File: config.mk
export PLATFORM = sky130hd
export DESIGN_NAME = alu_top
export DESIGN_NICKNAME = d
export VERILOG_FILES = /design/src/hdl/alu_ops_pkg.sv /design/src/hdl/alu_flags_pkg.sv /design/src/hdl/alu_arith.sv /design/src/hdl/alu_divider.sv /design/src/hdl/alu_result_reg.sv /design/src/hdl/alu_shift.sv /design/src/hdl/alu_top.sv
export SDC_FILE = /design/constraint.sdc
export NUM_CORES = 1
export LEC_CHECK = 0
export BUFFER_PORTS_ARGS = -buffer_cell sky130_fd_sc_hd__buf_2
export CORE_AREA = 2 2 236 145
export CTS_BUF_LIST = sky130_fd_sc_hd__clkbuf_4
export DETAILED_ROUTE_END_ITERATION = 10
export DIE_AREA = 0 0 238 147
export PLACE_DENSITY = 0.75
export SLEW_MARGIN = 20
export SYNTH_ARGS = -nofsm -noshare
export SYNTH_HDL_FRONTEND = slang
export SYNTH_HIERARCHICAL = 1
export SYNTH_SLANG_ARGS = --single-unit
File: constraint.sdc
create_clock -name clock -period 9.85 [get_ports clock]
set_input_delay 0.4925 -clock clock [delete_from_list [all_inputs] [get_ports clock]]
set_output_delay 0.4925 -clock clock [all_outputs]
set_load 0.01 [all_outputs]
File: src/hdl/alu_ops_pkg.sv
// Operation codes, operand sizes and the request struct of the ALU
// Architectural widths and size-aware bit helpers
package alu_ops_pkg;

    localparam int DATA_W    = 32;
    localparam int HALF_W    = 16;
    localparam int BYTE_W    = 8;
    localparam int DIV_STEPS = 17;

    typedef enum logic [4:0] {
        NOP,
        OR,
        AND,
        EOR,
        ADD,
        SUB,
        CMP,
        ADDX,
        SUBX,
        MOVE,
        ASL,
        LSL,
        ROL,
        ROXL,
        ASR,
        LSR,
        ROR,
        ROXR,
        DIV
    } alu_op_e;

    typedef enum logic [1:0] {
        BYTE = 2'd0,
        WORD = 2'd1,
        LONG = 2'd2
    } alu_size_e;

    // operand1 is the destination or dividend, operand2 the source or divisor
    typedef struct packed {
        alu_op_e           op;
        alu_size_e         size;
        logic              div_signed;
        logic [DATA_W-1:0] operand1;
        logic [DATA_W-1:0] operand2;
    } alu_req_t;

    // Top bit of a value at the request size
    function automatic logic size_msb(input logic [DATA_W-1:0] data, input alu_size_e size);
        case (size)
            BYTE:    return data[BYTE_W-1];
            WORD:    return data[HALF_W-1];
            default: return data[DATA_W-1];
        endcase
    endfunction

    // Zero test limited to the bits of the size
    function automatic logic size_zero(input logic [DATA_W-1:0] data, input alu_size_e size);
        case (size)
            BYTE:    return data[BYTE_W-1:0] == '0;
            WORD:    return data[HALF_W-1:0] == '0;
            default: return data == '0;
        endcase
    endfunction

endpackage

File: src/hdl/alu_flags_pkg.sv
// Condition flags, unit output and division status types
// Result word with its long and quotient/remainder views
package alu_flags_pkg;

    import alu_ops_pkg::*;

    typedef struct packed {
        logic x;
        logic n;
        logic z;
        logic v;
        logic c;
    } alu_ccr_t;

    // Division view of the result word
    typedef struct packed {
        logic [HALF_W-1:0] remainder;
        logic [HALF_W-1:0] quotient;
    } alu_div_word_t;

    typedef union packed {
        logic [DATA_W-1:0] long_word;
        alu_div_word_t     div;
    } alu_result_u;

    typedef struct packed {
        alu_result_u result;
        alu_ccr_t    ccr;
    } alu_unit_out_t;

    typedef struct packed {
        logic        done;
        logic        trap;
        logic        overflow;
        logic        zero_div;
        alu_result_u result;
    } alu_div_status_t;

endpackage

File: src/hdl/alu_arith.sv
// Logic, add, subtract, compare, extended and move results
// Size-aware condition flags for these operations
`timescale 1ns/1ps

module alu_arith
    import alu_ops_pkg::*;
    import alu_flags_pkg::*;
(
    input  alu_req_t      req,
    input  alu_ccr_t      ccr,
    output alu_unit_out_t out
);

    logic              extended;
    logic              x_in;
    logic [DATA_W-1:0] sum;
    logic [DATA_W-1:0] diff;
    logic [DATA_W-1:0] res;
    logic              sm;
    logic              dm;
    logic              rm;
    logic              res_zero;
    logic              zero_flag;

    // ADDX and SUBX take X as carry or borrow in
    assign extended = (req.op == ADDX) || (req.op == SUBX);
    assign x_in     = extended ? ccr.x : 1'b0;
    assign sum      = req.operand1 + req.operand2 + DATA_W'(x_in);
    assign diff     = req.operand1 - req.operand2 - DATA_W'(x_in);

    always_comb begin
        case (req.op)
            OR:             res = req.operand1 | req.operand2;
            AND:            res = req.operand1 & req.operand2;
            EOR:            res = req.operand1 ^ req.operand2;
            ADD, ADDX:      res = sum;
            SUB, SUBX, CMP: res = diff;
            default:        res = req.operand1;
        endcase
    end

    assign sm       = size_msb(req.operand2, req.size);
    assign dm       = size_msb(req.operand1, req.size);
    assign rm       = size_msb(res, req.size);
    assign res_zero = size_zero(res, req.size);

    // Multi-precision chains may only clear Z
    assign zero_flag = extended ? (ccr.z & res_zero) : res_zero;

    always_comb begin
        out.result.long_word = res;
        out.ccr              = ccr;
        case (req.op)
            OR, AND, EOR, MOVE: begin
                out.ccr.n = rm;
                out.ccr.z = res_zero;
                out.ccr.v = 1'b0;
                out.ccr.c = 1'b0;
            end
            ADD, ADDX: begin
                out.ccr.n = rm;
                out.ccr.z = zero_flag;
                out.ccr.v = (sm & dm & ~rm) | (~sm & ~dm & rm);
                out.ccr.c = (sm & dm) | (~rm & dm) | (sm & ~rm);
                out.ccr.x = out.ccr.c;
            end
            SUB, SUBX, CMP: begin
                out.ccr.n = rm;
                out.ccr.z = zero_flag;
                out.ccr.v = (~sm & dm & ~rm) | (sm & ~dm & rm);
                out.ccr.c = (sm & ~dm) | (rm & ~dm) | (sm & rm);
                // Compare keeps X
                if (req.op != CMP) begin
                    out.ccr.x = out.ccr.c;
                end
            end
            default: ;
        endcase
    end

endmodule

File: src/hdl/alu_divider.sv
// Sequential restoring 32/16 divider, signed and unsigned
// Overflow and zero-divisor detection at collect and request
`timescale 1ns/1ps

module alu_divider
    import alu_ops_pkg::*;
    import alu_flags_pkg::*;
(
    input  logic            clock,
    input  logic            reset_n,
    input  alu_req_t        req,
    output alu_div_status_t status,
    output logic            div_ready
);

    localparam int              CNT_W     = $clog2(DIV_STEPS + 2);
    localparam logic [CNT_W-1:0] CNT_START = CNT_W'(DIV_STEPS + 1);
    localparam logic [HALF_W-1:0] NEG_LIMIT = HALF_W'(1) << (HALF_W - 1);

    logic [CNT_W-1:0]  count;
    logic [DATA_W-1:0] rem_q;
    logic [DATA_W-1:0] dvs_q;
    logic [HALF_W:0]   quo_q;
    logic              signed_q;
    logic              quo_neg_q;
    logic              rem_neg_q;
    logic              div_req;
    logic              idle;
    logic              waiting;
    logic              zero_divisor;
    logic              start;
    logic              collect;
    logic [DATA_W:0]   diff;
    logic [HALF_W-1:0] divisor;
    logic              overflow;

    assign div_req      = req.op == DIV;
    assign idle         = count == '0;
    assign waiting      = count == CNT_W'(1);
    assign div_ready    = idle || waiting;
    assign divisor      = req.operand2[HALF_W-1:0];
    assign zero_divisor = divisor == '0;
    assign start        = div_req && idle && !zero_divisor;
    assign collect      = div_req && waiting;
    // Bit DATA_W set means a borrow
    assign diff         = {1'b0, rem_q} - {1'b0, dvs_q};

    // 0 idle, 1 result waiting, above 1 iterating
    always_ff @(posedge clock or negedge reset_n) begin
        if (!reset_n) begin
            count <= '0;
        end else if (start) begin
            count <= CNT_START;
        end else if (count > CNT_W'(1)) begin
            count <= count - CNT_W'(1);
        end else if (collect) begin
            count <= '0;
        end
    end

    always_ff @(posedge clock) begin
        if (start) begin
            signed_q  <= req.div_signed;
            quo_neg_q <= req.div_signed & (req.operand1[DATA_W-1] ^ divisor[HALF_W-1]);
            rem_neg_q <= req.div_signed & req.operand1[DATA_W-1];
            rem_q     <= (req.div_signed && req.operand1[DATA_W-1]) ? -req.operand1
                                                                    : req.operand1;
            dvs_q     <= (req.div_signed && divisor[HALF_W-1]) ? {-divisor, HALF_W'(0)}
                                                               : {divisor, HALF_W'(0)};
            quo_q     <= '0;
        end else if (count > CNT_W'(1)) begin
            if (!diff[DATA_W]) begin
                rem_q <= diff[DATA_W-1:0];
                quo_q <= {quo_q[HALF_W-1:0], 1'b1};
            end else begin
                quo_q <= {quo_q[HALF_W-1:0], 1'b0};
            end
            dvs_q <= dvs_q >> 1;
        end
    end

    // Quotient beyond 16 bits, or beyond the signed range for DIVS
    assign overflow = quo_q[HALF_W]
                    | (signed_q & (quo_neg_q ? (quo_q[HALF_W-1:0] > NEG_LIMIT)
                                             : quo_q[HALF_W-1]));

    always_comb begin
        status                      = '0;
        status.zero_div             = div_req && idle && zero_divisor;
        status.overflow             = collect && overflow;
        status.done                 = collect || status.zero_div;
        status.trap                 = status.zero_div || status.overflow;
        status.result.div.quotient  = quo_neg_q ? -quo_q[HALF_W-1:0] : quo_q[HALF_W-1:0];
        status.result.div.remainder = rem_neg_q ? -rem_q[HALF_W-1:0] : rem_q[HALF_W-1:0];
    end

    a_count_range: assert property (
        @(posedge clock) disable iff (!reset_n) count <= CNT_START
    );

    a_done_when_ready: assert property (
        @(posedge clock) disable iff (!reset_n) status.done |-> div_ready
    );

endmodule

File: src/hdl/alu_result_reg.sv
// Result, condition flag and division trap registers
// Selects the producing unit by operation code
`timescale 1ns/1ps

module alu_result_reg
    import alu_ops_pkg::*;
    import alu_flags_pkg::*;
(
    input  logic              clock,
    input  logic              reset_n,
    input  alu_req_t          req,
    input  alu_unit_out_t     arith_out,
    input  alu_unit_out_t     shift_out,
    input  alu_div_status_t   div_status,
    output logic [DATA_W-1:0] result,
    output alu_ccr_t          ccr,
    output logic              div_trap
);

    alu_ccr_t          div_ccr;
    logic [HALF_W-1:0] quotient;

    assign quotient = div_status.result.long_word[HALF_W-1:0];

    // Division flags, X untouched
    always_comb begin
        div_ccr = ccr;
        if (div_status.zero_div) begin
            div_ccr.n = 1'b0;
            div_ccr.z = 1'b0;
            div_ccr.v = 1'b0;
            div_ccr.c = 1'b0;
        end else if (div_status.overflow) begin
            div_ccr.n = 1'b1;
            div_ccr.z = 1'b0;
            div_ccr.v = 1'b1;
            div_ccr.c = 1'b0;
        end else begin
            div_ccr.n = quotient[HALF_W-1];
            div_ccr.z = quotient == '0;
            div_ccr.v = 1'b0;
            div_ccr.c = 1'b0;
        end
    end

    always_ff @(posedge clock or negedge reset_n) begin
        if (!reset_n) begin
            result   <= '0;
            ccr      <= '0;
            div_trap <= 1'b0;
        end else begin
            case (req.op)
                OR, AND, EOR, ADD, SUB, ADDX, SUBX, MOVE: begin
                    result <= arith_out.result.long_word;
                    ccr    <= arith_out.ccr;
                end
                // Compare sets flags only
                CMP: ccr <= arith_out.ccr;
                ASL, LSL, ROL, ROXL, ASR, LSR, ROR, ROXR: begin
                    result <= shift_out.result.long_word;
                    ccr    <= shift_out.ccr;
                end
                DIV: begin
                    if (div_status.done) begin
                        div_trap <= div_status.trap;
                        ccr      <= div_ccr;
                        // Failed division keeps the old result
                        if (!div_status.trap) begin
                            result <= div_status.result.long_word;
                        end
                    end
                end
                default: ;
            endcase
        end
    end

    a_trap_on_done: assert property (
        @(posedge clock) disable iff (!reset_n) $changed(div_trap) |-> $past(div_status.done)
    );

endmodule

File: src/hdl/alu_shift.sv
// One-bit shifts and rotates with fill at the operand size
// C, X and V follow the left and right shift rules
`timescale 1ns/1ps

module alu_shift
    import alu_ops_pkg::*;
    import alu_flags_pkg::*;
(
    input  alu_req_t      req,
    input  alu_ccr_t      ccr,
    output alu_unit_out_t out
);

    logic              shift_left;
    logic              shift_right;
    logic              dm;
    logic              lbit;
    logic              rbit;
    logic [DATA_W-1:0] res;
    logic              rm;

    assign shift_left  = (req.op == ASL) || (req.op == LSL) || (req.op == ROL) || (req.op == ROXL);
    assign shift_right = (req.op == ASR) || (req.op == LSR) || (req.op == ROR) || (req.op == ROXR);
    assign dm          = size_msb(req.operand1, req.size);

    // Entry bits, zero for the logical shifts
    assign lbit = ((req.op == ROL) & dm) | ((req.op == ROXL) & ccr.x);
    assign rbit = ((req.op == ASR) & dm) | ((req.op == ROR) & req.operand1[0])
                | ((req.op == ROXR) & ccr.x);

    always_comb begin
        if (shift_left) begin
            res = {req.operand1[DATA_W-2:0], lbit};
        end else begin
            res = {1'b0, req.operand1[DATA_W-1:1]};
            // Right fill lands on the top bit of the size
            case (req.size)
                BYTE:    res[BYTE_W-1] = rbit;
                WORD:    res[HALF_W-1] = rbit;
                default: res[DATA_W-1] = rbit;
            endcase
        end
    end

    assign rm = size_msb(res, req.size);

    always_comb begin
        out.result.long_word = res;
        out.ccr              = ccr;
        if (shift_left) begin
            out.ccr.c = dm;
            out.ccr.v = (req.op == ASL) ? (rm ^ dm) : 1'b0;
            if (req.op != ROL) begin
                out.ccr.x = dm;
            end
        end else if (shift_right) begin
            out.ccr.c = req.operand1[0];
            out.ccr.v = 1'b0;
            if (req.op != ROR) begin
                out.ccr.x = req.operand1[0];
            end
        end
        if (shift_left || shift_right) begin
            out.ccr.n = rm;
            out.ccr.z = size_zero(res, req.size);
        end
    end

endmodule

File: src/hdl/alu_top.sv
// ALU top level with arithmetic, shift and divider units
// Result and flag registers feed the flags back to the units
`timescale 1ns/1ps

module alu_top
    import alu_ops_pkg::*;
    import alu_flags_pkg::*;
(
    input  logic              clock,
    input  logic              reset_n,
    input  alu_req_t          req,
    output logic [DATA_W-1:0] result,
    output alu_ccr_t          ccr,
    output logic              div_trap,
    output logic              div_ready
);

    alu_unit_out_t   arith_out;
    alu_unit_out_t   shift_out;
    alu_div_status_t div_status;

    alu_arith u_arith (
        .req (req),
        .ccr (ccr),
        .out (arith_out)
    );

    alu_shift u_shift (
        .req (req),
        .ccr (ccr),
        .out (shift_out)
    );

    alu_divider u_div (
        .clock     (clock),
        .reset_n   (reset_n),
        .req       (req),
        .status    (div_status),
        .div_ready (div_ready)
    );

    alu_result_reg u_result (
        .clock      (clock),
        .reset_n    (reset_n),
        .req        (req),
        .arith_out  (arith_out),
        .shift_out  (shift_out),
        .div_status (div_status),
        .result     (result),
        .ccr        (ccr),
        .div_trap   (div_trap)
    );

endmodule

==> results.json <==
{
  "rows": 52,
  "crit_buf_inv": 2,
  "post-synth-top-count-cell": "nand2_1",
  "avgSynthCellArea_um2": 7.64,
  "wirelength_um": 62100,
  "crit_path_top_delay_cell": "or4_1",
  "area_growth_pct": 6.38,
  "wl_per_cell_um": 23.8,
  "clkSlewWorstSetupHoldPaths_ns": 0.13,
  "grt_max_degree": 66,
  "crit_path_end": "u_result/ccr[2]",
  "rr_startpoint": "u_result/ccr[4]",
  "num_vias": 17210,
  "dpl_worst_slack_ns": 3.03,
  "netlist_top_cells_count": "nand2_1 (304), inv_1 (169), ha_1 (162)",
  "final_hold_viol_count": 0,
  "slew_viol_final": 0,
  "async_reset_ff_frac": 0.339,
  "htree_num_levels": 4,
  "yosysTopAreaCellShare": 0.125,
  "yosysSeqAreaShare": 0.212,
  "clockBufferDepth": 2,
  "cts_repair_resize_count": 0,
  "crit_family": "simple AND/OR/NAND/NOR gates",
  "ys_ff_latch": 127,
  "grt_usage": 0.346,
  "startpoint": "req[70]",
  "synthTopCellsByArea": "ha_1 (13%), edfxtp_1 (12%), nand2_1 (7.0%)",
  "r2r_end": "u_result/ccr[2]",
  "holdCritPathClass": "input pin to register",
  "layout.nets": 2404,
  "first_pass_iters": 5,
  "p_per_area_nw_per_um2": 228,
  "fin_area_um2": 17200,
  "cts_inserted_buffers": 17,
  "yosys_most_used_dff": "edfxtp_1",
  "drc_errors": 0,
  "synth_cell_types": 101,
  "cap_viol_max_count": 0,
  "cts_root_buf": "clkbuf_4",
  "ant_nets": 0,
  "viasPerCell": 6.60,
  "fillers": 3198,
  "required_ns": 10.37,
  "die_y_um": 147,
  "slew_headroom": 0.302,
  "syn-num-nets": 2361,
  "io_buffers": 112,
  "die_w_um": 238,
  "clock.fmax_mhz": 157,
  "setup_tns_ns": 0,
  "worstPathArrival_ns": 6.89,
  "dpl.hpwl_um": 46800,
  "cp-start-kind": "input pin",
  "cp_max_fo": 23,
  "synth_largest_area_cell": "ha_1",
  "post_cts_buffers": 0,
  "cp.depth": 23,
  "end_kind": "register",
  "worst_path_largest_cell_delay_ns": 0.61,
  "peakVddDrop_mv": 0.196,
  "syn_area_um2": 16200,
  "overflow": 0,
  "rrSetupSlack_ns": 3.88,
  "initial_utilization": 0.490,
  "timing.final.crit_share": 0.646,
  "tightest_slew_ns": 1.03,
  "worstSkewPairLatency_ns": 0.60,
  "reg2reg_depth": 20,
  "rsz0062_at_grt": "no",
  "io_pins": 113,
  "syn_inst": 2120,
  "final_layout_size_suffix_gt1_frac": 0.112,
  "fin_crit_ns": 6.37,
  "leakagePower_nw": 7.54,
  "final-setup-viol-count": 0,
  "hp-start": "req[64]",
  "antenna_found_initial": 1,
  "crit_chain": "buf_2 > or3b_2 > nor2_1 > a31oi_1 > or3_1 > fa_1 > inv_1 > ha_1 > or2_2 > fa_1 > o21ai_1 > a22oi_1 > a221oi_2 > nor3_1 > nor3_1 > xor2_1 > o221ai_1 > or4_1 > or4_1 > o41ai_2 > a32o_2 > a22oi_1 > a31oi_1",
  "grt_pass1_vias": 15053,
  "antenna_cells": 0,
  "cts_sinks": 127,
  "status": "complete, no violations",
  "core_um2": 33100,
  "drt_iter0_drc": 2678,
  "grt_pass1_wl_um": 92200,
  "synth_edf_count": 67,
  "dpl-instance-area_um2": 16900,
  "cts_hold_buf": 0,
  "worstSetupPathType": "input pin to register",
  "yosysWarnings": 6,
  "setup_ws_ns": 3.48,
  "cts_tree": "done",
  "p_total_mw": 3.93,
  "final.setup_skew_ns": 0.0267,
  "postLayoutCoreUtil": 0.521,
  "gp_congestion": 0.981,
  "fp.dieArea_um2": 35000
}
power breakdown:
part	switching, mW	internal [mW]
registers	0.192	0.932
logic	1.49	0.948
clock network	0.226	0.148
total	1.91	2.03
worst register-to-register path, cell delays in order, from the launching register on:
cell	delay (ns)
dfrtp_1	0.43
inv_1	0.08
or3_1	0.46
fa_1	0.59
inv_1	0.06
ha_1	0.20
or2_2	0.31
fa_1	0.42
o21ai_1	0.23
a22oi_1	0.14
a221oi_2	0.45
nor3_1	0.11
nor3_1	0.22
xor2_1	0.16
o221ai_1	0.19
or4_1	0.61
or4_1	0.54
o41ai_2	0.24
a32o_2	0.21
a22oi_1	0.06
a31oi_1	0.19
cell families (layout without fill, tap and decap cells):
family,after synthesis,after routing,share of synthesized area
fa+ha+maj,167,167,0.131
compound gates,655,655,0.281
simple gates,723,723,0.209
flops,127,127,0.212
xor+xnor,148,148,0.0800
buf+inv,279,335,0.0733
mux,21,21,0.0141
cell usage in the layout (no fill, tap or decap), types with 57 or more instances in the layout:
cell type,n
xnor2_1,91
edfxtp_1,67
nand2_1,304
buf_2,111
ha_1,162
a21oi_1,151
inv_1,169
xor2_1,57
o21ai_0,113
nor2_1,155
a22oi_1,63
registers in the layout, indices dropped and copies added, names as in the netlist:
register,flops
u_result/div_trap,1
u_div/dvs_q,32
u_div/quo_neg_q,1
u_result/ccr,5
u_div/count,5
u_div/signed_q,1
u_result/result,32
u_div/rem_neg_q,1
u_div/quo_q,17
u_div/rem_q,32
layout make-up:
cell class,count,area (µm²),area share
multi-input cells,1714,11600,0.675
flip-flops and latches,127,3430,0.199
repair buffers,133,723,0.0420
inverters,170,638,0.0370
well taps,432,541,0.0314
clock inverters,15,146,0.00849
clock buffers,17,128,0.00741
worst min path at each step:
stage                     slack [ns]             endpoint  cells after the start
after floorplan                 0.20       u_div/count[0]                      0
after global placement          0.43      u_div/quo_q[16]                      2
after detailed placement        0.44      u_div/quo_q[16]                      2
after CTS                       0.07  u_result/result[27]                      1
after global routing            0.22       u_div/signed_q                      1
final                           0.28       u_div/signed_q                      1
routing by layer:
layer | global-route usage | part of all wire | vias up
met5 | 0.00964 | 0.00092 | -
met4 | 0.0956 | 0.025 | 4
met3 | 0.113 | 0.15 | 90
met2 | 0.459 | 0.38 | 1245
met1 | 0.524 | 0.44 | 8148
li1 | - | - | 7723
stage by stage:
step | cells | hold WS (ns)
floorplan | 2120 | 0.197
global placement | 2575 | 0.434
detailed placement | 2575 | 0.443
CTS | 2607 | 0.0704
global route | 2608 | 0.218
finish | 2608 | 0.279
Power figures use the tool's default switching activity.
